===== src/include/btc_enc_params.svh =====
`ifndef BTC_ENC_PARAMS_SVH
`define BTC_ENC_PARAMS_SVH

// largest component code length
`define BTC_MAX_N       64

// row / column index width, log2 of BTC_MAX_N
`define BTC_IDX_W       6

// input FIFO depth, also the source credits after reset
`define BTC_IN_CREDITS  4

// beats the scheduler may send before any credit comes back
`define BTC_OUT_CREDITS 8

`endif


===== src/logic/btc_enc_pkg.sv =====
`include "btc_enc_params.svh"

package btc_enc_pkg;

  // component code size, n = 8 << size
  typedef enum logic [1:0] {
    cBSIZE_8,
    cBSIZE_16,
    cBSIZE_32,
    cBSIZE_64
  } btc_bsize_t;

  typedef enum logic {
    cCODE_SPC,
    cCODE_EHAM
  } btc_code_t;

  typedef struct packed {
    btc_bsize_t size;
    btc_code_t  code;
  } btc_code_mode_t;

  // one beat of a bit-serial codeword
  typedef struct packed {
    logic sop;
    logic eop;
    logic eof;
    logic dat;
  } btc_beat_t;

  // hamming remainder, low log2(n) bits used
  typedef logic [7:0] state_t;

  // generator polynomials without the top term
  localparam state_t cPRIM_POLY_8  = 8'h03;
  localparam state_t cPRIM_POLY_16 = 8'h03;
  localparam state_t cPRIM_POLY_32 = 8'h05;
  localparam state_t cPRIM_POLY_64 = 8'h03;

  typedef enum logic [1:0] {
    WAIT_BANK,
    INFO_SLOT,
    CODE_SLOT
  } btc_framer_state_t;

  typedef enum logic {
    IDLE,
    COLUMN
  } btc_sched_state_t;

  // n - 1
  function automatic logic [`BTC_IDX_W-1:0] btc_n_last(input btc_code_mode_t m);
    return `BTC_IDX_W'((8 << m.size) - 1);
  endfunction

  // k - 1, eham drops log2(n) more bits than spc
  function automatic logic [`BTC_IDX_W-1:0] btc_k_last(input btc_code_mode_t m);
    logic [`BTC_IDX_W-1:0] n_last;
    n_last = btc_n_last(m);
    if (m.code == cCODE_SPC) begin
      return n_last - 1'b1;
    end
    return n_last - `BTC_IDX_W'(4 + m.size);
  endfunction

endpackage


===== src/logic/btc_enc_comp_code.sv =====
`timescale 1ns/1ps

module btc_enc_comp_code (
  input  logic                        iclk,
  input  logic                        ireset,
  input  btc_enc_pkg::btc_code_mode_t imode,
  input  logic                        ival,
  input  btc_enc_pkg::btc_beat_t      ibeat,
  output logic                        oval,
  output btc_enc_pkg::btc_beat_t      obeat
);

  import btc_enc_pkg::*;

  state_t poly;
  state_t rem;
  logic   rem_msb;
  logic   parity;
  logic   info_phase;

  // --------------------
  // polynomial select
  // --------------------

  always_comb begin
    case (imode.size)
      cBSIZE_16: begin
        poly    = cPRIM_POLY_16;
        rem_msb = rem[3];
      end
      cBSIZE_32: begin
        poly    = cPRIM_POLY_32;
        rem_msb = rem[4];
      end
      cBSIZE_64: begin
        poly    = cPRIM_POLY_64;
        rem_msb = rem[5];
      end
      default: begin
        poly    = cPRIM_POLY_8;
        rem_msb = rem[2];
      end
    endcase
  end

  // --------------------
  // remainder and parity
  // --------------------

  always_ff @(posedge iclk) begin
    if (ival) begin
      // info phase runs from sop through eop
      if (ibeat.sop) begin
        info_phase <= 1'b1;
      end else if (ibeat.eop) begin
        info_phase <= 1'b0;
      end
      if (ibeat.sop) begin
        // empty remainder, so feedback is the bit itself
        parity <= ibeat.dat;
        rem    <= {8{ibeat.dat}} & poly;
      end else if (info_phase) begin
        parity <= parity ^ ibeat.dat;
        rem    <= (rem << 1) ^ ({8{ibeat.dat ^ rem_msb}} & poly);
      end else begin
        // code slots shift the remainder out msb first
        parity <= parity ^ rem_msb;
        rem    <= rem << 1;
      end
    end
  end

  // --------------------
  // output beat
  // --------------------

  always_ff @(posedge iclk or posedge ireset) begin
    if (ireset) begin
      oval <= 1'b0;
    end else begin
      oval <= ival;
    end
  end

  always_ff @(posedge iclk) begin
    obeat.sop <= ival & ibeat.sop;
    obeat.eop <= ival & ibeat.eop;
    obeat.eof <= ival & ibeat.eof;
    if (ibeat.sop || info_phase) begin
      obeat.dat <= ibeat.dat;
    end else if (ibeat.eof) begin
      // overall even parity closes the codeword
      obeat.dat <= parity;
    end else begin
      obeat.dat <= rem_msb;
    end
  end

  // a codeword is always longer than one beat
  assert property (@(posedge iclk) disable iff (ireset)
    ival |-> !(ibeat.sop && ibeat.eof))
    else $error("comp code: sop and eof on one beat");

endmodule


===== config.mk =====
export PLATFORM = sky130hd
export DESIGN_NAME = btc_enc_comp_code
export DESIGN_NICKNAME = d
export VERILOG_FILES = /design/src/logic/btc_enc_pkg.sv /design/src/logic/btc_enc_comp_code.sv
export VERILOG_INCLUDE_DIRS = /design/src /design/src/include
export SDC_FILE = /design/constraint.sdc
export NUM_CORES = 1
export LEC_CHECK = 0
export ABC_AREA = 1
export ABC_CLOCK_PERIOD_IN_PS = 2700
export BUFFER_PORTS_ARGS = -buffer_cell sky130_fd_sc_hd__buf_2
export CAP_MARGIN = 15
export CORE_MARGIN = 5
export CORE_UTILIZATION = 40
export CTS_CLUSTER_SIZE = 12
export DETAILED_ROUTE_END_ITERATION = 8
export RECOVER_POWER = 25
export REMOVE_ABC_BUFFERS = 1
export SYNTH_ARGS = -nofsm -noshare
export SYNTH_HDL_FRONTEND = slang
export SYNTH_SLANG_ARGS = --single-unit

===== constraint.sdc =====
create_clock -name iclk -period 2.7 [get_ports iclk]
set_input_delay 0.54 -clock iclk [delete_from_list [all_inputs] [get_ports iclk]]
set_output_delay 0.54 -clock iclk [all_outputs]
set_load 0.01 [all_outputs]

==> flow_metrics.py <==
metrics = {
    "floorplanning": {
        "die_w_um": 49.86,
        "die_height_um": 49.86,
        "start_util_pct": 42.19,
        "ios": 15,
        "rows": 14,
        "die-area_um2": 2486,
        "core_um2": 1506,
    },
    "finish": {
        "area_growth_pct": 17.13,
        "layout.cells.non_filler": 108,
        "diodes": 0,
        "drive_gt1_share_pct": 25.00,
        "fin_nets": 103,
        "finalInstanceArea_um2": 744.5,
    },
    "critical_path": {
        "path_max_fanout": 3,
        "critPathCaptureType": "flip-flop",
        "start_kind": "flip-flop",
        "crit_arrival_ns": 1.40,
        "critPathRequiredTime_ns": 2.73,
        "path_class": "flip-flop to flip-flop",
    },
    "power": {
        "internal_power_w": 0.0003091,
        "pwr-share-clk_pct": 27.4,
        "power_switching_w": 0.0001033,
        "vdd_drop_max_mv": 0.3147,
        "p_leak_nw": 0.3985,
        "swShare_pct": 25.05,
        "pwr-share-comb_pct": 15.9,
        "sequentialPowerShare_pct": 56.7,
        "p_per_area_nw_per_um2": 553.9,
    },
    "min_path": {
        "hp-class": "primary input to asynchronous set/reset pin",
    },
    "flow_run": {
        "maxCapViolations": 0,
    },
    "logic_synthesis": {
        "synth_seq_cells": 13,
        "synth_area_um2": 635.6,
        "ys_seq_area_share_pct": 54.33,
        "synthCells": 75,
        "ys_warn_count": 0,
        "avgSynthCellArea_um2": 8.475,
        "synth_cell_types": 16,
    },
    "sta": {
        "tightestPinTransition_ns": 0.5248,
        "clock.fmax_mhz": 730.2,
        "maxSlewHeadroom_pct": 65.01,
        "timing.final.crit_share_pct": 50.72,
        "setup_tns_ns": 0,
        "finClkSkew_ns": 0.0008765,
        "hold_violations": 0,
        "setup_viol": 0,
        "grt_setup_unrepaired": "false",
        "fin_crit_ns": 1.370,
        "drv_slew": 0,
    },
    "grt": {
        "grt_pass1_wl_um": 1904,
        "grt_antenna_before_repair": 0,
        "grt_use_total_pct": 9.894,
        "grt_pass1_vias": 486,
        "grt_max_degree": 12,
        "grt-ovfl-total": 0,
    },
    "place": {
        "place_congestion": 0.7575,
        "post_dp_cell_area_um2": 720.7,
        "placed_cells": 104,
        "port-buffer-count": 13,
        "hpwlAfterDp_um": 832.8,
    },
    "drt": {
        "first_pass_iters": 4,
        "wire_per_inst_um": 9.824,
        "postRouteAntennaNets": 0,
        "viasPerCell": 4.824,
        "vias": 521,
        "dr.first_iter.drc_count": 6,
        "drc_errors": 0,
        "finalWirelength_um": 1061,
    },
    "clocking": {
        "cts_tree": "yes",
        "clock_sinks": 13,
        "postCtsSetupRepairBufs": 0,
        "ctsResizeCount": 0,
        "cts_hold_buf": 0,
        "clk_pin_slew_worst_paths_ns": 0.07,
        "insertion_delay_ns": 0.26,
        "cts_buffers": 3,
        "cts_root_buffer": "clkbuf_4",
        "clock_path_buffers": 2,
        "htreeDepth": 1,
    },
    "outcome": {
        "status": "finished, final reports clean",
    },
}
-- flip-flops by register name (all words and copies together), names as in the netlist --
register,count
oval,1
info_phase,1
rem,6
obeat,4
parity,1
-- per-layer routing --
metal	track usage, %	routed length, um	vias to the layer above
met4	6.550	15	0
met1	12.22	523	243
met2	15.25	479	10
met5	0	0	-
li1	-	-	266
met3	2.108	42	2
-- path summary, 6_finish.rpt --
kind | start | end | slack, ns | cells after the start
min in group iclk | ibeat[2] | obeat[2] | 0.48 | 3
worst min register to register | rem[3] | rem[4] | 0.56 | 2
max in group asynchronous | ireset | oval | 2.51 | 2
worst max-delay path | rem[2] | rem[2] | 1.33 | 10
worst max register to register | rem[2] | rem[2] | 1.33 | 10
worst min-delay path | ireset | oval | 0.1 | 2
-- cell type report --
| class | count | area, um2 |
|---|---|---|
| Clock buffer | 4 | 26.28 |
| Multi-Input combinational cell | 44 | 222.7 |
| Inverter | 18 | 67.56 |
| Fill cell | 168 | 762.0 |
| Tap cell | 16 | 20.02 |
| Timing Repair Buffer | 13 | 62.56 |
| Sequential cell | 13 | 345.3 |
-- cell families (layout without fill, tap and decap cells) --
kind of cell           Yosys count  in the layout  share of synthesized area, %
AND/OR/NAND/NOR                 41             41                         31.69
flip-flops                      13             13                         54.33
AO/OA/AOI/OAI                    3              3                         3.346
buffers and inverters           18             35                         10.63
-- critical path, cell delays in order, from the launching register on --
cell	delay (ns)
edfxtp_1	0.37
inv_1	0.09
nand2_1	0.07
nand3_2	0.08
nand2_2	0.09
nand2_2	0.09
nand2_2	0.06
nor2_4	0.10
nand3_1	0.07
nand3_1	0.07
nand2_1	0.05
-- per-stage QoR --
step / util (%) / hold slack (ns) / setup slack (ns) / total power, W
finish: 49.42 / 0.09605 / 1.330 / 0.0004123
CTS: 49.58 / 0.08392 / 1.321 / 0.0004189
detailed placement: 47.84 / 0.3762 / 1.062 / 0.0003047
global placement: 47.84 / 0.3710 / 1.076 / 0.0003034
global route: 49.42 / 0.07208 / 1.201 / 0.0004426
floorplan: - / 0.2687 / 1.300 / 0.0002808
-- cells in the final DEF, fill, tap and decap left out, drive strengths merged --
master / Yosys / final
dfxtp: 4 / 4
nand3: 8 / 8
o211ai: 1 / 1
o21ai: 2 / 2
buf: 0 / 11
or2: 1 / 1
nor2: 6 / 6
dfrtp: 1 / 1
nand4: 2 / 2
nand2: 24 / 24
inv: 18 / 18
clkbuf: 0 / 6
edfxtp: 8 / 8
-- power by group through the flow --
stage / combinational (W) / sequential (W) / clock [W]
global route: 0.0000753 / 0.000236 / 0.000132
CTS: 0.0000672 / 0.000234 / 0.000118
global placement: 0.0000657 / 0.000238 / 0
detailed placement: 0.0000668 / 0.000238 / 0
finish: 0.0000657 / 0.000234 / 0.000113
floorplan: 0.0000411 / 0.000240 / 0
-- synthesized netlist by cell type, drive strengths merged --
library cell,instances,area (um2)
nand2,24,97.60
inv,18,67.56
edfxtp,8,240.2
nand3,8,55.05
nor2,6,30.03
dfxtp,4,80.08
nand4,2,12.51
o21ai,2,13.76
dfrtp,1,25.02
o211ai,1,7.510
or2,1,6.260
No activity file was read; power rests on OpenSTA's default activity.
