[src/include/btc_enc_params.svh]
`ifndef BTC_ENC_PARAMS_SVH
`define BTC_ENC_PARAMS_SVH

// largest component code length
`define BTC_MAX_N       64

// row / column index width, log2 of BTC_MAX_N
`define BTC_IDX_W       6

// input FIFO depth, also the source credits after reset
`define BTC_IN_CREDITS  4

// beats the scheduler may send before any credit comes back
`define BTC_OUT_CREDITS 8

`endif

[src/logic/btc_enc_pkg.sv]
`include "btc_enc_params.svh"

package btc_enc_pkg;

  // component code size, n = 8 << size
  typedef enum logic [1:0] {
    cBSIZE_8,
    cBSIZE_16,
    cBSIZE_32,
    cBSIZE_64
  } btc_bsize_t;

  typedef enum logic {
    cCODE_SPC,
    cCODE_EHAM
  } btc_code_t;

  typedef struct packed {
    btc_bsize_t size;
    btc_code_t  code;
  } btc_code_mode_t;

  // one beat of a bit-serial codeword
  typedef struct packed {
    logic sop;
    logic eop;
    logic eof;
    logic dat;
  } btc_beat_t;

  // hamming remainder, low log2(n) bits used
  typedef logic [7:0] state_t;

  // generator polynomials without the top term
  localparam state_t cPRIM_POLY_8  = 8'h03;
  localparam state_t cPRIM_POLY_16 = 8'h03;
  localparam state_t cPRIM_POLY_32 = 8'h05;
  localparam state_t cPRIM_POLY_64 = 8'h03;

  typedef enum logic [1:0] {
    WAIT_BANK,
    INFO_SLOT,
    CODE_SLOT
  } btc_framer_state_t;

  typedef enum logic {
    IDLE,
    COLUMN
  } btc_sched_state_t;

  // n - 1
  function automatic logic [`BTC_IDX_W-1:0] btc_n_last(input btc_code_mode_t m);
    return `BTC_IDX_W'((8 << m.size) - 1);
  endfunction

  // k - 1, eham drops log2(n) more bits than spc
  function automatic logic [`BTC_IDX_W-1:0] btc_k_last(input btc_code_mode_t m);
    logic [`BTC_IDX_W-1:0] n_last;
    n_last = btc_n_last(m);
    if (m.code == cCODE_SPC) begin
      return n_last - 1'b1;
    end
    return n_last - `BTC_IDX_W'(4 + m.size);
  endfunction

endpackage

[src/logic/btc_enc_col_sched.sv]
`timescale 1ns/1ps
`include "btc_enc_params.svh"

module btc_enc_col_sched (
  input  logic                        iclk,
  input  logic                        ireset,
  input  logic                        rd_ready,
  input  btc_enc_pkg::btc_code_mode_t rd_mode,
  output logic [`BTC_IDX_W-1:0]       rd_addr_row,
  output logic [`BTC_IDX_W-1:0]       rd_addr_col,
  input  logic                        rd_dat,
  output logic                        rd_done,
  input  logic                        out_credit,
  output btc_enc_pkg::btc_code_mode_t col_mode,
  output logic                        col_val,
  output btc_enc_pkg::btc_beat_t      col_beat
);

  import btc_enc_pkg::*;

  localparam int CRD_W = $clog2(`BTC_OUT_CREDITS + 1);

  btc_sched_state_t      state;
  logic [`BTC_IDX_W-1:0] col_idx;
  logic [`BTC_IDX_W-1:0] slot_idx;
  logic [`BTC_IDX_W-1:0] n_last;
  logic [`BTC_IDX_W-1:0] k_last;
  logic [CRD_W-1:0]      credit_cnt;
  logic                  issue;
  logic                  last_slot;
  logic                  flag_sop;
  logic                  flag_eop;
  logic                  flag_eof;

  always_comb begin
    n_last      = btc_n_last(col_mode);
    k_last      = btc_k_last(col_mode);
    issue       = (state == COLUMN) && (credit_cnt != '0);
    last_slot   = slot_idx == n_last;
    rd_done     = issue && last_slot && (col_idx == n_last);
    // code slots read stale rows, the encoder drops that data
    rd_addr_row = slot_idx;
    rd_addr_col = col_idx;
    // flags lag one cycle to line up with the read data
    col_beat    = '{sop: flag_sop, eop: flag_eop, eof: flag_eof, dat: rd_dat};
  end

  // --------------------
  // column sequencing
  // --------------------

  always_ff @(posedge iclk or posedge ireset) begin
    if (ireset) begin
      state      <= IDLE;
      col_mode   <= '{size: cBSIZE_8, code: cCODE_SPC};
      col_idx    <= '0;
      slot_idx   <= '0;
      credit_cnt <= CRD_W'(`BTC_OUT_CREDITS);
      col_val    <= 1'b0;
    end else begin
      credit_cnt <= credit_cnt - CRD_W'(issue) + CRD_W'(out_credit);
      col_val    <= issue;
      case (state)
        IDLE: begin
          if (rd_ready) begin
            col_mode <= rd_mode;
            col_idx  <= '0;
            slot_idx <= '0;
            state    <= COLUMN;
          end
        end
        COLUMN: begin
          if (issue) begin
            slot_idx <= slot_idx + 1'b1;
            if (last_slot) begin
              slot_idx <= '0;
              col_idx  <= col_idx + 1'b1;
              // column n-1 ends the frame
              if (col_idx == n_last) begin
                state <= IDLE;
              end
            end
          end
        end
        default: state <= IDLE;
      endcase
    end
  end

  always_ff @(posedge iclk) begin
    flag_sop <= slot_idx == '0;
    flag_eop <= slot_idx == k_last;
    flag_eof <= last_slot;
  end

  // sink returns no more credits than beats it got
  assert property (@(posedge iclk) disable iff (ireset)
    credit_cnt <= CRD_W'(`BTC_OUT_CREDITS))
    else $error("col sched: credit counter overflow");

endmodule

[config.mk]
export PLATFORM = sky130hd
export DESIGN_NAME = btc_enc_col_sched
export DESIGN_NICKNAME = d
export VERILOG_FILES = /design/src/logic/btc_enc_pkg.sv /design/src/logic/btc_enc_col_sched.sv
export VERILOG_INCLUDE_DIRS = /design/src /design/src/include
export SDC_FILE = /design/constraint.sdc
export NUM_CORES = 1
export LEC_CHECK = 0
export BUFFER_PORTS_ARGS = -buffer_cell sky130_fd_sc_hd__buf_2
export CORE_MARGIN = 2
export CORE_UTILIZATION = 48
export CTS_BUF_LIST = sky130_fd_sc_hd__clkbuf_8 sky130_fd_sc_hd__clkbuf_16
export DETAILED_ROUTE_END_ITERATION = 8
export PLACE_DENSITY_LB_ADDON = 0.08
export SETUP_SLACK_MARGIN = 0.4
export SLEW_MARGIN = 20
export SYNTH_ARGS = -nofsm -noshare
export SYNTH_HDL_FRONTEND = slang
export SYNTH_SLANG_ARGS = --single-unit
[constraint.sdc]
create_clock -name iclk -period 2.15 [get_ports iclk]
set_input_delay 0.43 -clock iclk [delete_from_list [all_inputs] [get_ports iclk]]
set_output_delay 0.43 -clock iclk [all_outputs]
set_load 0.02 [all_outputs]
==> flow_summary.ini <==
[global_routing]
busiest_layer = met2
use_met1_pct = 27.75
grt_first_pass_wirelength_um = 5375
antenna_found_initial = 0
grt_max_degree = 15
grt_util_met2_pct = 35.06
track_usage_pct = 20.97
grt_overflow = 0
grt_pass1_vias = 1180
use_met3_pct = 2.232

[timing]
finalSetupViolCount = 1
worst_slew_pin_slew_ns = 0.5329
hold-worst-slack_ns = 0.1843
min_period_over_period_pct = 108.3
finalWorstSetupSlack_ns = -0.1789
clock_skew_ns = 0.005065
fin_crit_ns = 2.329
fmax_mhz = 429.4
slew_headroom_pct = 64.43
rsz0062_at_grt = yes
fin_setup_tns_ns = -0.1789
finalMaxSlewViolations = 0
hold_viol = 0

[place]
placed_cell_area_um2 = 1627
dp_cells = 208
dpl_worst_slack_ns = 0.008911
io_buffer_count = 26
post-dp-hpwl_um = 2262
place.gp.congestion = 0.8389

[detailed_routing]
num_vias = 1162
ant_nets = 0
via_per_inst = 5.405
drt_first_iter_violations = 49
firstDrtPassIters = 4
remaining_drc_errors = 0
avgRoutedWirePerCell_um = 14.38
drt_wl_total_um = 3092

[critical_path]
rr_startpoint = credit_cnt[3]
crit_start = rd_addr_row[3]
startpoint_type = flip-flop
cp_slowest_cell = dfrtp_2
max_stage_delay_ns = 0.41
cp-end-kind = output pin
path_max_fanout = 2
r2r_slack_ns = 0.02
critical_path_buf_inv_count = 1
crit_top_cell = or3_4
worstPathCellList = or3_4 -> or3_4 -> a21oi_4 -> and4_4 -> buf_6
worstPathArrival_ns = 1.90
required_ns = 1.72
critical_path.top_delay_family = simple AND/OR/NAND/NOR gates
critPathKind = flip-flop to output pin

[clock_tree]
cts_made_buffers = 3
cts_tree = yes
clock_latency_ns = 0.27
hold_buffers = 0
htree_levels = 1
clock-sinks = 24
clock-root-buffer = clkbuf_8
clkTransAtPathRegs_ns = 0.09
clockBufferDepth = 2

[finish]
regArea_um2 = 589.3
areaGrowthSynthToFinish_pct = 26.20
fillers = 240
final_area_um2 = 1772
multiInputGateArea_um2 = 760.7
nets = 201
layout-drive-gt1-share_pct = 35.87
stdcell_count = 215
num_antenna_cells = 0

[status]
status = finished, violations left
violations = setup timing

[floorplanning]
fp-row-count = 19
boundaryPins = 29
die_area_um2 = 3373
die_x_um = 58.08
initial_core_util_pct = 50.91
die_y_um = 58.08
core_area_um2 = 2758

[logic_synthesis]
synthCells = 149
synth_flop_cell = dfrtp_1
seq_area_frac_synth_pct = 41.80
synth_cell_types = 41
synth_edf_count = 0
async_flop_share_pct = 87.50
synth_nets = 165
syn_avg_cell_area_um2 = 9.422
syn-cell-area_um2 = 1404
synth-seq-cells = 24
ys_warn_count = 0

[power]
vdd_ir_drop_max_uv = 1116
powerDensity_nw_per_um2 = 1238
power.leakage_uw = 0.0008483

[hold_path]
min_path_type = input pin to asynchronous set/reset pin

[run]
cap_violations = 0
[synth_stat cells (2+ instances only)]
cell       n  share of area, %
a211oi_1   4               2.1
dfrtp_1   20                36
or3_1      3               1.3
mux2i_1    5               3.6
o31ai_1    2               1.1
ha_1       7               6.2
clkbuf_1   7               1.9
xor2_1     6               3.7
dfxtp_1    3               4.3
nand2_1   20               5.3
o21ai_0    7               2.5
buf_4      4               2.1
nand2b_1   4               1.8
nand3_1   12               4.3
inv_1     13               3.5
a21oi_1    4               1.4
nor2_1     4               1.1
[stage by stage]
stage / total power (uW) / util (%)
6_report: 2193 / 64.25
5_1_grt: 2370 / 64.25
4_1_cts: 2164 / 62.70
3_5_place_dp: 1799 / 58.98
3_3_place_gp: 1745 / 58.98
2_1_floorplan: 1464 / -
[flip-flops by register name (all words and copies together) (netlist names)]
register,count
col_mode,3
credit_cnt,4
flag_eop,1
flag_sop,1
flag_eof,1
rd_addr_col,6
col_val,1
state,1
rd_addr_row,6
[area by class of cell]
type,count,area share (%)
flip-flops and latches,24,33.26
clock buffers,4,3.107
inverters,13,2.754
well taps,31,2.189
multi-input cells,100,42.94
repair buffers,43,15.75
[final timing paths]
check | endpoint | cells past startpoint
setup / recovery | rd_done | 5
hold / removal | col_mode[1] | 2
setup reg to reg | credit_cnt[2] | 9
hold reg to reg | rd_addr_col[0] | 1
max in group asynchronous | credit_cnt[3] | 3
min in group iclk | col_mode[2] | 3
[report_power, final]
part           switching (uW)  internal, uW
Sequential                113           601
Combinational             639           528
Clock                     148           164
Total                     900          1290
[routing by layer]
layer / up-vias / wire length (um) / share of wire [%]
met4: 0 / 48 / 1.6
li1: 575 / - / -
met3: 4 / 92 / 3.0
met5: - / 0 / 0
met2: 26 / 1536 / 50
met1: 557 / 1414 / 46
[timing repair]
item                                   in CTS  in global routing
setup buffers                               1                  2
setup endpoints to repair                  12                 14
gates cloned                                0                  0
gates resized for setup                     9                  6
endpoints found under the hold margin       0                  0
pin swaps                                   2                  1
[placed cells by master (no fill, tap or decap), types with 2 or more instances in the layout]
| master | instances |
|---|---|
| a211oi_1 | 2 |
| a211oi_4 | 2 |
| a21oi_1 | 2 |
| a21oi_2 | 2 |
| buf_2 | 25 |
| buf_4 | 14 |
| buf_6 | 3 |
| clkbuf_8 | 4 |
| dfrtp_1 | 18 |
| dfrtp_2 | 2 |
| dfxtp_1 | 3 |
| ha_1 | 6 |
| inv_1 | 13 |
| mux2i_1 | 5 |
| nand2_1 | 20 |
| nand2b_1 | 4 |
| nand3_1 | 11 |
| nor2_1 | 4 |
| o21ai_0 | 7 |
| or3_4 | 2 |
| xor2_1 | 6 |
[cell families (layout without fill, tap and decap cells)]
group	Yosys count	after routing	share of synthesized area, %
multiplexers	5	5	3.565
XOR/XNOR	7	7	4.367
adder cells (fa/ha/maj)	8	8	7.665
buffers and inverters	25	60	8.289
AND/OR/NAND/NOR	57	57	21.57
flip-flops	24	24	41.80
AO/OA/AOI/OAI	23	23	12.75
No activity file was read; power rests on OpenSTA's default activity.
