### src/include/btc_enc_params.svh
`ifndef BTC_ENC_PARAMS_SVH
`define BTC_ENC_PARAMS_SVH

// largest component code length
`define BTC_MAX_N       64

// row / column index width, log2 of BTC_MAX_N
`define BTC_IDX_W       6

// input FIFO depth, also the source credits after reset
`define BTC_IN_CREDITS  4

// beats the scheduler may send before any credit comes back
`define BTC_OUT_CREDITS 8

`endif

### src/logic/btc_enc_pkg.sv
`include "btc_enc_params.svh"

package btc_enc_pkg;

  // component code size, n = 8 << size
  typedef enum logic [1:0] {
    cBSIZE_8,
    cBSIZE_16,
    cBSIZE_32,
    cBSIZE_64
  } btc_bsize_t;

  typedef enum logic {
    cCODE_SPC,
    cCODE_EHAM
  } btc_code_t;

  typedef struct packed {
    btc_bsize_t size;
    btc_code_t  code;
  } btc_code_mode_t;

  // one beat of a bit-serial codeword
  typedef struct packed {
    logic sop;
    logic eop;
    logic eof;
    logic dat;
  } btc_beat_t;

  // hamming remainder, low log2(n) bits used
  typedef logic [7:0] state_t;

  // generator polynomials without the top term
  localparam state_t cPRIM_POLY_8  = 8'h03;
  localparam state_t cPRIM_POLY_16 = 8'h03;
  localparam state_t cPRIM_POLY_32 = 8'h05;
  localparam state_t cPRIM_POLY_64 = 8'h03;

  typedef enum logic [1:0] {
    WAIT_BANK,
    INFO_SLOT,
    CODE_SLOT
  } btc_framer_state_t;

  typedef enum logic {
    IDLE,
    COLUMN
  } btc_sched_state_t;

  // n - 1
  function automatic logic [`BTC_IDX_W-1:0] btc_n_last(input btc_code_mode_t m);
    return `BTC_IDX_W'((8 << m.size) - 1);
  endfunction

  // k - 1, eham drops log2(n) more bits than spc
  function automatic logic [`BTC_IDX_W-1:0] btc_k_last(input btc_code_mode_t m);
    logic [`BTC_IDX_W-1:0] n_last;
    n_last = btc_n_last(m);
    if (m.code == cCODE_SPC) begin
      return n_last - 1'b1;
    end
    return n_last - `BTC_IDX_W'(4 + m.size);
  endfunction

endpackage

### src/logic/btc_enc_row_framer.sv
`timescale 1ns/1ps
`include "btc_enc_params.svh"

module btc_enc_row_framer (
  input  logic                        iclk,
  input  logic                        ireset,
  input  btc_enc_pkg::btc_code_mode_t mode,
  input  logic                        in_val,
  input  logic                        in_dat,
  output logic                        in_credit,
  input  logic                        wr_bank_free,
  output btc_enc_pkg::btc_code_mode_t row_mode,
  output logic                        row_val,
  output btc_enc_pkg::btc_beat_t      row_beat
);

  import btc_enc_pkg::*;

  localparam int DEPTH = `BTC_IN_CREDITS;
  localparam int PTR_W = $clog2(DEPTH);
  localparam int CNT_W = $clog2(DEPTH + 1);

  logic                  fifo_mem [DEPTH];
  logic [PTR_W-1:0]      fifo_wr_ptr;
  logic [PTR_W-1:0]      fifo_rd_ptr;
  logic [CNT_W-1:0]      fifo_cnt;
  logic                  pop;
  logic                  issue;

  btc_framer_state_t     state;
  logic [`BTC_IDX_W-1:0] row_idx;
  logic [`BTC_IDX_W-1:0] slot_idx;
  logic [`BTC_IDX_W-1:0] n_last;
  logic [`BTC_IDX_W-1:0] k_last;

  // --------------------
  // input bit FIFO
  // --------------------

  always_ff @(posedge iclk) begin
    if (in_val) begin
      fifo_mem[fifo_wr_ptr] <= in_dat;
    end
  end

  // pointers wrap on their own, depth is a power of two
  always_ff @(posedge iclk or posedge ireset) begin
    if (ireset) begin
      fifo_wr_ptr <= '0;
      fifo_rd_ptr <= '0;
      fifo_cnt    <= '0;
      in_credit   <= 1'b0;
    end else begin
      fifo_wr_ptr <= fifo_wr_ptr + PTR_W'(in_val);
      fifo_rd_ptr <= fifo_rd_ptr + PTR_W'(pop);
      fifo_cnt    <= fifo_cnt + CNT_W'(in_val) - CNT_W'(pop);
      // one credit back per popped bit
      in_credit   <= pop;
    end
  end

  // --------------------
  // slot issue
  // --------------------

  always_comb begin
    n_last       = btc_n_last(row_mode);
    k_last       = btc_k_last(row_mode);
    // info slots wait for data, code slots go freely
    pop          = (state == INFO_SLOT) && (fifo_cnt != '0);
    issue        = pop || (state == CODE_SLOT);
    row_val      = issue;
    row_beat.sop = slot_idx == '0;
    row_beat.eop = slot_idx == k_last;
    row_beat.eof = slot_idx == n_last;
    row_beat.dat = fifo_mem[fifo_rd_ptr];
  end

  always_ff @(posedge iclk or posedge ireset) begin
    if (ireset) begin
      state    <= WAIT_BANK;
      row_mode <= '{size: cBSIZE_8, code: cCODE_SPC};
      row_idx  <= '0;
      slot_idx <= '0;
    end else begin
      case (state)
        WAIT_BANK: begin
          // mode sampled once per frame
          if (wr_bank_free) begin
            row_mode <= mode;
            row_idx  <= '0;
            slot_idx <= '0;
            state    <= INFO_SLOT;
          end
        end
        INFO_SLOT: begin
          if (issue) begin
            slot_idx <= slot_idx + 1'b1;
            if (slot_idx == k_last) begin
              state <= CODE_SLOT;
            end
          end
        end
        CODE_SLOT: begin
          if (slot_idx == n_last) begin
            slot_idx <= '0;
            row_idx  <= row_idx + 1'b1;
            state    <= INFO_SLOT;
            // k rows make a frame
            if (row_idx == k_last) begin
              row_idx <= '0;
              state   <= WAIT_BANK;
            end
          end else begin
            slot_idx <= slot_idx + 1'b1;
          end
        end
        default: state <= WAIT_BANK;
      endcase
    end
  end

  // source sends only against a held credit
  assert property (@(posedge iclk) disable iff (ireset)
    in_val |-> (fifo_cnt < CNT_W'(DEPTH)))
    else $error("row framer: input FIFO overflow");

endmodule

### config.mk
export PLATFORM = sky130hd
export DESIGN_NAME = btc_enc_row_framer
export DESIGN_NICKNAME = d
export VERILOG_FILES = /design/src/logic/btc_enc_pkg.sv /design/src/logic/btc_enc_row_framer.sv
export VERILOG_INCLUDE_DIRS = /design/src /design/src/include
export SDC_FILE = /design/constraint.sdc
export NUM_CORES = 1
export LEC_CHECK = 0
export BUFFER_PORTS_ARGS = -buffer_cell sky130_fd_sc_hd__buf_2
export CAP_MARGIN = 30
export CORE_ASPECT_RATIO = 2
export CORE_MARGIN = 8
export CORE_UTILIZATION = 50
export DETAILED_ROUTE_END_ITERATION = 10
export GPL_ROUTABILITY_DRIVEN = 0
export PLACE_DENSITY = 0.8
export SYNTH_ARGS = -nofsm -noshare
export SYNTH_HDL_FRONTEND = slang
export SYNTH_SLANG_ARGS = --single-unit
### constraint.sdc
create_clock -name iclk -period 4.4 [get_ports iclk]
set_clock_uncertainty 0.2 [all_clocks]
set_input_delay 0.44 -clock iclk [delete_from_list [all_inputs] [get_ports iclk]]
set_output_delay 0.44 -clock iclk [all_outputs]
set_load 0.02 [all_outputs]
==> reports/metrics.yaml, run 1 <==
yosys:
  syn-cell-area_um2: 1750
  yosysWarnings: 0
  synth-edff-count: 4
  synth_most_common_cell: "dfrtp_1"
  synth_top_cell_area_share_pct: 35.74
  synth_cell_type_count: 51
  async_flop_share_pct: 86.21
  syn_inst: 170
  synthTopCellsByArea: "dfrtp_1 36%, ha_1 7.9%, edfxtp_1 6.9%, nand2_1 4.1%, o21ai_0 2.6%"
  yosysTopAreaCell: "dfrtp_1"
  seq_area_frac_synth_pct: 42.60
  syn_avg_cell_area_um2: 10.30
  yosys_most_used_dff: "dfrtp_1"
  ys_ff_latch: 29
  syn-num-nets: 190
  synth_common_cells: "25 x dfrtp_1, 19 x nand2_1, 11 x ha_1, 11 x inv_1, 11 x nor2_1"
grt:
  overflow: 0
  grt_pass1_vias: 1512
  met1_usage_pct: 14.44
  use_met3_pct: 3.752
  antenna_found_initial: 0
  grt_max_degree: 26
  grtUsageMet2_pct: 27.42
  grt_pass1_wl_um: 6872
  busiest_layer: "met2"
  grtUsageTotal_pct: 15.04
sta:
  whs_ps: 181.3
  clock.fmax_mhz: 381.1
  final_hold_viol_count: 0
  rsz0062_at_grt: "no"
  slew-limit-headroom_pct: 63.54
  tns_ps: 0
  worstMarginPinSlew_ps: 543.6
  finalMaxSlewViolations: 0
  setup_viol: 0
  fin_crit_ps: 2624
  finalCritPeriodShare_pct: 59.64
  worst_slack_ps: 1776
route:
  wl_um: 3908
  drt_first_pass_iters: 5
  drtIter0Drc: 56
  route.detailed.drc: 0
  drtAntennaViolNets: 0
  post_drt_wl_per_cell_um: 17.52
  vias: 1391
  via_per_inst: 6.238
flow_run:
  drv_cap: 0
final_layout:
  drive_above_1_share_pct: 19.37
  fin_area_um2: 1976
  nets: 210
  area_delta_synth_final_pct: 12.87
  num_antenna_cells: 0
power_and_ir_drop:
  pwr-share-comb_pct: 46.4
  power.share.clock_pct: 19.6
  p_per_area_nw_per_um2: 686.9
  peakVddDrop_uv: 412.4
  p_leak_uw: 0.0008856
  p_sw_uw: 564.4
  total_power_uw: 1357
  pwr-share-seq_pct: 34.1
  p_int_uw: 792.6
  switching_share_pct: 41.59
floorplanning:
  io_pins: 17
  core_area_um2: 3378
  rows: 30
  initial_utilization_pct: 51.81
  dieArea_um2: 5765
  die_x_um: 57.84
  fp.dieH_um: 99.68
status:
  status: "finished clean"
clock_network:
  cts_tree: "built"
  root_buffer: "clkbuf_8"
  clk_pin_slew_ps: 60
  numClockSinks: 29
  worstSkewPairLatency_ps: 280
  clockBufferDepth: 2
  cts_setup_buffers: 0
  h-tree-depth: 2
  cts_buffers: 5
critical_path:
  startpoint_type: "register"
  critical_path_arrival_ps: 1980
  cp_data_required_time_ps: 3760
  end_kind: "output port"
  critical_path_class: "register to output port"
  crit_fanout: 11
placed_design:
  place_ws_ps: 1946
  postPlaceCellArea_um2: 1832
  io_buffers: 16
  dp_hpwl_um: 2959
hold_path:
  hold_class: "input pin to register"
==> metrics by stage <==
stage,util [%],cells
2_1_floorplan,-,170
3_3_place_gp,54.22,213
6_report,58.48,223
5_1_grt,58.48,223
3_5_place_dp,54.22,213
4_1_cts,57.37,221
==> power groups by stage <==
stage	Combinational, uW	Sequential [uW]	Clock [uW]
6_report	629	462	265
5_1_grt	706	478	284
4_1_cts	634	461	269
3_5_place_dp	628	465	0
3_3_place_gp	586	456	0
2_1_floorplan	498	441	0
==> worst max-delay path, cell delays in order, from the launching register on <==
cell	delay, ps
dfrtp_1	600
nand4bb_1	170
o22ai_1	470
o22ai_1	230
inv_1	80
buf_2	160
==> area by class of cell <==
class	count	area [um^2]
Multi-Input combinational cell	125	924.6
Clock inverter	2	33.78
Fill cell	283	1403
Clock buffer	6	72.57
Inverter	11	41.29
Timing Repair Buffer	18	117.6
Tap cell	32	40.04
Sequential cell	29	745.7
==> cell usage in the layout (no fill, tap or decap), drive strengths merged, types with 4 or more instances in the layout <==
cell type / count
clkbuf: 6
xnor2: 4
edfxtp: 4
nor2: 12
nand3: 5
nor3: 7
buf: 17
o21ai: 10
ha: 11
inv: 11
nand2: 19
dfrtp: 25
mux2: 4
nor2b: 7
==> routing by layer <==
metal | up-vias | wire length (um)
li1 | 643 | -
met1 | 667 | 1345
met2 | 61 | 2201
met3 | 20 | 214
met4 | 0 | 147
met5 | - | 0
==> final timing paths <==
| kind | cells after the start | startpoint | slack [ps] | endpoint |
|---|---|---|---|---|
| min in group asynchronous | 3 | ireset | 380 | row_idx[1]$_DFFE_PP0P_ |
| worst max-delay path | 5 | row_mode[1]$_DFFE_PP0P_ | 1780 | row_beat[2] |
| worst min register to register | 1 | fifo_rd_ptr[1]$_DFF_PP0_ | 280 | fifo_rd_ptr[1]$_DFF_PP0_ |
| max in group asynchronous | 4 | ireset | 3250 | slot_idx[2]$_DFFE_PP0P_ |
| worst min-delay path | 1 | in_dat | 180 | fifo_mem[0]$_DFFE_PP_ |
| worst max register to register | 7 | state[0]$_DFFE_PP0P_ | 1900 | state[0]$_DFFE_PP0P_ |
==> logic make-up (layout without fill, tap and decap cells) <==
group | after synthesis | count (layout) | synth area share (%)
compound gates | 36 | 36 | 16.94
fa+ha+maj | 12 | 12 | 9.006
xor+xnor | 7 | 7 | 3.503
flops | 29 | 29 | 42.60
simple gates | 65 | 65 | 19.51
mux | 5 | 5 | 3.860
buf+inv | 16 | 37 | 4.574
==> registers in the layout (all words and copies together), names as in the netlist <==
register,cells
fifo_rd_ptr,2
slot_idx,6
state,2
row_idx,6
fifo_wr_ptr,2
fifo_mem,4
row_mode,3
fifo_cnt,3
in_credit,1
==> what timing repair did <==
action,in CTS,in global routing
gates resized for setup,0,0
hold endpoints to repair,0,1
endpoints found under the setup margin,0,0
hold buffers,0,1
Note: power is estimated with default switching activity, not from simulation.
==> run 2: changes to the inputs <==
--- a/config.mk
+++ b/config.mk
@@ -13,7 +13,7 @@
 export CORE_UTILIZATION = 50
 export DETAILED_ROUTE_END_ITERATION = 10
 export GPL_ROUTABILITY_DRIVEN = 0
-export PLACE_DENSITY = 0.8
+export PLACE_DENSITY = 0.83
 export SYNTH_ARGS = -nofsm -noshare
 export SYNTH_HDL_FRONTEND = slang
 export SYNTH_SLANG_ARGS = --single-unit
==> constraint.sdc (replaced) <==
create_clock -name iclk -period 2.2 [get_ports iclk]
set_clock_uncertainty 0.2 [all_clocks]
set_input_delay 0.22 -clock iclk [delete_from_list [all_inputs] [get_ports iclk]]
set_output_delay 0.22 -clock iclk [all_outputs]
set_load 0.02 [all_outputs]
==> reports/metrics.yaml, run 2 (synthesis results as in run 1) <==
status:
  status: "finished with violations"
  violations: "negative setup slack"
clock_network:
  numClockSinks: 29  # unchanged
  h-tree-depth: 2  # unchanged
  worstSkewPairLatency_ps: 280  # about the same
  clk_pin_slew_ps: 60  # about the same
  cts_buffers: 5  # unchanged
  root_buffer: "clkbuf_8"
  clockBufferDepth: 2  # unchanged
  cts_tree: "built"
hold_path:
  hold_class: "input pin to register"
  whs_path_depth: 2  # +1
grt:
  antenna_found_initial: 0  # unchanged
  grtUsageTotal_pct: 14.12  # -0.93 points
  grt_pass1_vias: 1383  # -8.5%
  grt_pass1_wl_um: 6265  # -8.8%
  overflow: 0  # unchanged
  grt_max_degree: 26  # unchanged
critical_path:
  rr_worst_depth: 6  # -1
  critical_path_class: "register to output port"
  cp_data_required_time_ps: 1780  # -1980 ps
  critical_path_arrival_ps: 1800  # -180 ps
  end_kind: "output port"
  startpoint_type: "register"
  crit_fanout: 5  # -6
power_and_ir_drop:
  peakVddDrop_uv: 898.3  # +120%
  p_per_area_nw_per_um2: 1328  # +93%
  p_leak_uw: 0.001056  # +19%
  total_power_uw: 3048  # +120%
final_layout:
  num_antenna_cells: 0  # unchanged
  finalNonFillerCells: 256  # +15%
  final_common_cell: "buf_4"
  drive_above_1_share_pct: 37.50  # +18 points
  nets: 243  # +16%
  area_delta_synth_final_pct: 31.09
  layout_common_cells: "31 x buf_4, 22 x dfrtp_1, 19 x nand2_1, 14 x buf_2, 11 x nor2_1"
  reg_top3: "row_idx: 6 flops, slot_idx: 6 flops, fifo_mem: 4 flops"
route:
  route.detailed.drc: 0  # unchanged
  post_drt_wl_per_cell_um: 16.17  # -7.7%
  via_per_inst: 5.660  # -9.3%
  wl_um: 4139  # +5.9%
  drtAntennaViolNets: 0  # unchanged
  drt_first_pass_iters: 4  # -1
  drtIter0Drc: 38  # -32%
  vias: 1449  # +4.2%
sta:
  finalMaxSlewViolations: 0  # unchanged
  clock.fmax_mhz: 449.9
  setup_viol: 1  # +1
  fin_crit_ps: 2223
  finalCritPeriodShare_pct: 101.0
  slew-limit-headroom_pct: 76.55  # +13 points
  rsz0062_at_grt: "yes"
  worstMarginPinSlew_ps: 351.7  # -191.8 ps
  worst_slack_ps: -22.75  # -1799 ps
  final_hold_viol_count: 0  # unchanged
floorplanning:
  die_x_um: 57.84  # unchanged
  io_pins: 17  # unchanged
  core_area_um2: 3378  # unchanged
  fp.dieH_um: 99.68  # unchanged
  rows: 30  # unchanged
  dieArea_um2: 5765  # unchanged
  initial_utilization_pct: 51.81  # unchanged
placed_design:
  dp.cells: 233  # +9.4%
  dp_hpwl_um: 2768  # -6.5%
  place_ws_ps: -2.115  # -1948 ps
  io_buffers: 16  # unchanged
flow_run:
  drv_cap: 0  # unchanged
run 2: cell count changes in the layout (fill, tap and decap cells not counted), moves of 3 or more:
cell	change
ha_1	-4
ha_4	+3
buf_4	+31
inv_1	-3
dfrtp_2	+3
dlygate4sd3_1	+4
inv_2	+3
dfrtp_1	-3
run 2: path summary, 6_finish.rpt:
path | startpoint | endpoint | slack (ps)
worst max-delay path | slot_idx[4]$_DFFE_PP0P_ | row_beat[2] | -20
worst max register to register | slot_idx[4]$_DFFE_PP0P_ | state[0]$_DFFE_PP0P_ | 0
min in group asynchronous | ireset | row_idx[1]$_DFFE_PP0P_ | 330
max in group asynchronous | ireset | row_mode[1]$_DFFE_PP0P_ | 1200
worst min register to register | fifo_rd_ptr[1]$_DFF_PP0_ | fifo_rd_ptr[1]$_DFF_PP0_ | 280
worst min-delay path | in_val | fifo_cnt[0]$_DFF_PP0_ | 60
run 2: per-layer routing:
metal,GRT usage [%],up-vias,part of all wire (%)
met5,0,-,0
li1,-,711,-
met1,12.68,696,35
met2,26.90,29,59
met3,4.010,13,3.3
met4,7.034,0,3.1
run 2: final cells by class:
class | instances | area (um^2)
inverters | 11 | 41.29
well taps | 32 | 40.04
fillers | 246 | 1084
multi-input cells | 125 | 1017
flip-flops and latches | 29 | 749.5
repair buffers | 51 | 364.1
clock buffers | 6 | 72.57
clock inverters | 2 | 10.01
run 2: timing repair:
item | CTS | global route
gates resized for setup | 12 | 13
pin swaps | 6 | 10
setup endpoints to repair | 2 | 7
endpoints found under the hold margin | 32 | 0
setup buffers | 4 | 6
hold buffers | 5 | 0
run 2: power breakdown:
part | internal (uW) | switching [uW] | total, uW
clock network | 218 | 198 | 417
registers | 720 | 169 | 889
logic | 834 | 909 | 1740
run 2: worst max-delay path, cell delays in order, from the launching register on:
cell and delay [ps]:
dfrtp_1 400, buf_4 140, buf_4 140, nand3_1 100, o22ai_1 100, buf_4 170
o22ai_2 180, buf_4 150, inv_2 30, buf_6 120
run 2: metrics by stage:
step	utilization (%)	hold WS, ps	instance area [um^2]	TNS, ps
after global routing	67.93	65.87	2295	-445.2
after floorplan	-	47.32	1753	0
after CTS	65.11	44.47	2200	0
after detailed placement	58.74	90.99	1984	-2.115
after global placement	58.74	82.30	1984	0
final	67.93	64.23	2295	-22.75
==> run 3: changes to the inputs <==
--- a/config.mk
+++ b/config.mk
@@ -6,6 +6,7 @@
 export SDC_FILE = /design/constraint.sdc
 export NUM_CORES = 1
 export LEC_CHECK = 0
+export ABC_AREA = 1
 export BUFFER_PORTS_ARGS = -buffer_cell sky130_fd_sc_hd__buf_2
 export CAP_MARGIN = 30
 export CORE_ASPECT_RATIO = 2
==> reports/metrics.yaml, run 3 <==
status:
  status: "finished clean"
grt:
  grt_pass1_wl_um: 6734  # +7.5%
  overflow: 0  # unchanged
  antenna_found_initial: 0  # unchanged
  grt_pass1_vias: 1614  # +17%
  grtUsageTotal_pct: 14.65  # +0.53 points
  grt_max_degree: 26  # unchanged
hold_path:
  hold_class: "input pin to register"
  whs_path_depth: 2  # unchanged
  min_from: "in_val"
  min_to: "fifo_wr_ptr[0]$_DFF_PP0_"
route:
  via_per_inst: 5.212  # -7.9%
  route.detailed.drc: 0  # unchanged
  drtAntennaViolNets: 0  # unchanged
  drtIter0Drc: 18  # -53%
  vias: 1522  # +5.0%
  post_drt_wl_per_cell_um: 13.62  # -16%
  drt_first_pass_iters: 4  # unchanged
  wl_um: 3977  # -3.9%
critical_path:
  reg2reg_from: "state[0]$_DFFE_PP0P_"
  critical_path_arrival_ps: 2140  # +340 ps
  cp_data_required_time_ps: 2160  # +380 ps
  path_buf_inv: 2  # -4
  critPathSlowestCell: "dfrtp_1"
  r2r_end: "fifo_cnt[2]$_DFF_PP0_"
  slowest_delay_ps: 410  # about the same
  crit_chain: "ha_4, inv_4, a21oi_4, ha_1, inv_1, ha_2, fa_2, xnor2_2, xor2_1"
  startpoint_type: "register"
  end_kind: "register"
  r2r_slack_ps: 20  # +20 ps
  cpLargestDelayFamily: "adder cells"
  crit_fanout: 2  # -3
  rr_worst_depth: 9  # +3
  critical_path_class: "register to register"
yosys:
  synth_cell_type_count: 34  # -33%
  ys_ff_latch: 29  # unchanged
  synth_common_cells: "36 x nand2_1, 29 x inv_1, 25 x dfrtp_1, 18 x nand3_1, 13 x nor2_1"
  synth_most_common_cell: "nand2_1"
  yosysTopAreaCell: "dfrtp_1"
  syn_inst: 212  # +25%
  synth_top_cell_area_share_pct: 33.88  # -1.9 points
  syn-num-nets: 232  # +22%
  syn_avg_cell_area_um2: 8.711  # -15%
  syn-cell-area_um2: 1847  # +5.5%
  yosys_most_used_dff: "dfrtp_1"
  async_flop_share_pct: 86.21  # unchanged
  synthTopCellsByArea: "dfrtp_1 34%, ha_1 7.5%, nand2_1 7.3%, edfxtp_1 6.5%, inv_1 5.9%"
  yosysWarnings: 0  # unchanged
  seq_area_frac_synth_pct: 40.38  # -2.2 points
  synth-edff-count: 4  # unchanged
final_layout:
  reg_top3: "row_idx: 6 flops, slot_idx: 6 flops, fifo_mem: 4 flops"
  final_common_cell: "nand2_1"
  nets: 262  # +7.8%
  nFillCells: 338  # +37%
  num_antenna_cells: 0  # unchanged
  layout_common_cells: "36 x nand2_1, 27 x inv_1, 25 x dfrtp_1, 18 x nand3_1, 16 x buf_2"
  drive_above_1_share_pct: 27.57  # -9.9 points
  fin_area_um2: 2183  # -4.9%
  area_delta_synth_final_pct: 18.22
placed_design:
  postPlaceCellArea_um2: 2001  # +0.82%
  dp_hpwl_um: 2850  # +3.0%
  place_ws_ps: -39.08  # -36.97 ps
  io_buffers: 16  # unchanged
clock_network:
  root_buffer: "clkbuf_8"
  clk_pin_slew_ps: 60  # about the same
  worstSkewPairLatency_ps: 290  # about the same
  cts_tree: "built"
  cts_buffers: 5  # unchanged
  clockBufferDepth: 2  # unchanged
  h-tree-depth: 2  # unchanged
  numClockSinks: 29  # unchanged
flow_run:
  drv_cap: 0  # unchanged
floorplanning:
  die_x_um: 58.98  # +2.0%
  initial_utilization_pct: 51.75  # -0.062 points
  fp.dieH_um: 102.0  # +2.3%
  rows: 31  # +3.3%
  core_area_um2: 3568  # +5.6%
  dieArea_um2: 6013  # +4.3%
  io_pins: 17  # unchanged
sta:
  finalCritPeriodShare_pct: 99.24  # -1.8 points
  setup_viol: 0  # -1
  whs_ps: 15.85  # -48.39 ps
  slew-limit-headroom_pct: 66.09  # -10 points
  worstMarginPinSlew_ps: 506.2  # +154.5 ps
  rsz0062_at_grt: "yes"
  worst_slack_ps: 16.78  # +39.53 ps
  finalMaxSlewViolations: 0  # unchanged
  fin_crit_ps: 2183  # -39.53 ps
  clock.fmax_mhz: 458.0  # +1.8%
  final_hold_viol_count: 0  # unchanged
power_and_ir_drop:
  pwr-share-comb_pct: 26.9  # -30 points
  total_power_uw: 1534  # -50%
  switching_share_pct: 31.37  # -10 points
  peakVddDrop_uv: 694.3  # -23%
  p_sw_uw: 481.4  # -62%
  p_leak_uw: 0.001070  # +1.3%
  p_int_uw: 1053  # -41%
  pwr-share-seq_pct: 43.6  # +14 points
  power.share.clock_pct: 29.5  # +16 points
  p_per_area_nw_per_um2: 702.8  # -47%
run 3: changes by cell type in the layout (fill, tap and decap cells not counted), moves of 7 or more:
cell / change
buf_4: -24
inv_1: +19
nand2_1: +17
nand3_1: +13
nand2_2: +9
a21oi_1: +7
run 3: layout make-up:
cell class	instances	area [um^2]	area share, %
multi-input cells	146	978.4	44.81
flip-flops and latches	29	745.7	34.15
repair buffers	28	182.7	8.367
inverters	32	125.1	5.731
clock buffers	8	90.09	4.126
well taps	49	61.31	2.808
run 3: cell families after synthesis:
| kind of cell | count (synthesis) | share of synthesized area (%) |
|---|---|---|
| and+or+nand+nor | 95 | 25.00 |
| muxes | 1 | 0.6097 |
| buffers and inverters | 37 | 9.011 |
| adders and majority gates | 12 | 8.537 |
| xor gates and xnor gates | 13 | 6.573 |
| AOI/OAI and AO/OA | 25 | 9.892 |
| DFF | 29 | 40.38 |
run 3: power by group through the flow:
stage | logic, uW | registers (uW) | clock network, uW
after floorplan | 273 | 661 | 0
after global placement | 329 | 670 | 0
after detailed placement | 347 | 671 | 0
after CTS | 366 | 662 | 466
after global routing | 460 | 674 | 485
final | 412 | 669 | 453
run 3: how the worst max path moves through the flow:
stage                         startpoint                      end  slack [ps]  depth (start not counted)
floorplan           state[0]$_DFFE_PP0P_    fifo_cnt[2]$_DFF_PP0_           4                          9
global placement    state[1]$_DFFE_PP0P_    fifo_cnt[2]$_DFF_PP0_          50                         10
detailed placement  state[1]$_DFFE_PP0P_    fifo_cnt[2]$_DFF_PP0_         -40                         10
CTS                 state[0]$_DFFE_PP0P_  slot_idx[3]$_DFFE_PP0P_          40                         10
global route        state[0]$_DFFE_PP0P_  slot_idx[3]$_DFFE_PP0P_         -70                         10
finish              state[0]$_DFFE_PP0P_    fifo_cnt[2]$_DFF_PP0_          20                          9
run 3: what timing repair did:
| item | CTS | global route |
|---|---|---|
| hold endpoints to repair | 32 | 0 |
| setup endpoints to repair | 1 | 5 |
| setup buffers | 0 | 0 |
| resized for setup | 4 | 7 |
| hold buffers | 5 | 0 |
| pin swaps | 2 | 3 |
run 3: through the flow:
| stage | std cells | util, % | setup TNS, ps |
|---|---|---|---|
| after floorplan | 212 | - | 0 |
| after global placement | 279 | 56.07 | 0 |
| after detailed placement | 279 | 56.07 | -39.08 |
| after CTS | 292 | 60.13 | 0 |
| after global routing | 292 | 61.19 | -140.5 |
| final | 292 | 61.19 | 0 |
run 3: layer usage:
| layer | wire length [um] | vias to the layer above | track usage, % |
|---|---|---|---|
| met5 | 0 | - | 0 |
| met4 | 112 | 0 | 9.833 |
| met3 | 129 | 10 | 3.531 |
| met2 | 2261 | 25 | 27.07 |
| met1 | 1472 | 745 | 13.33 |
| li1 | - | 742 | - |
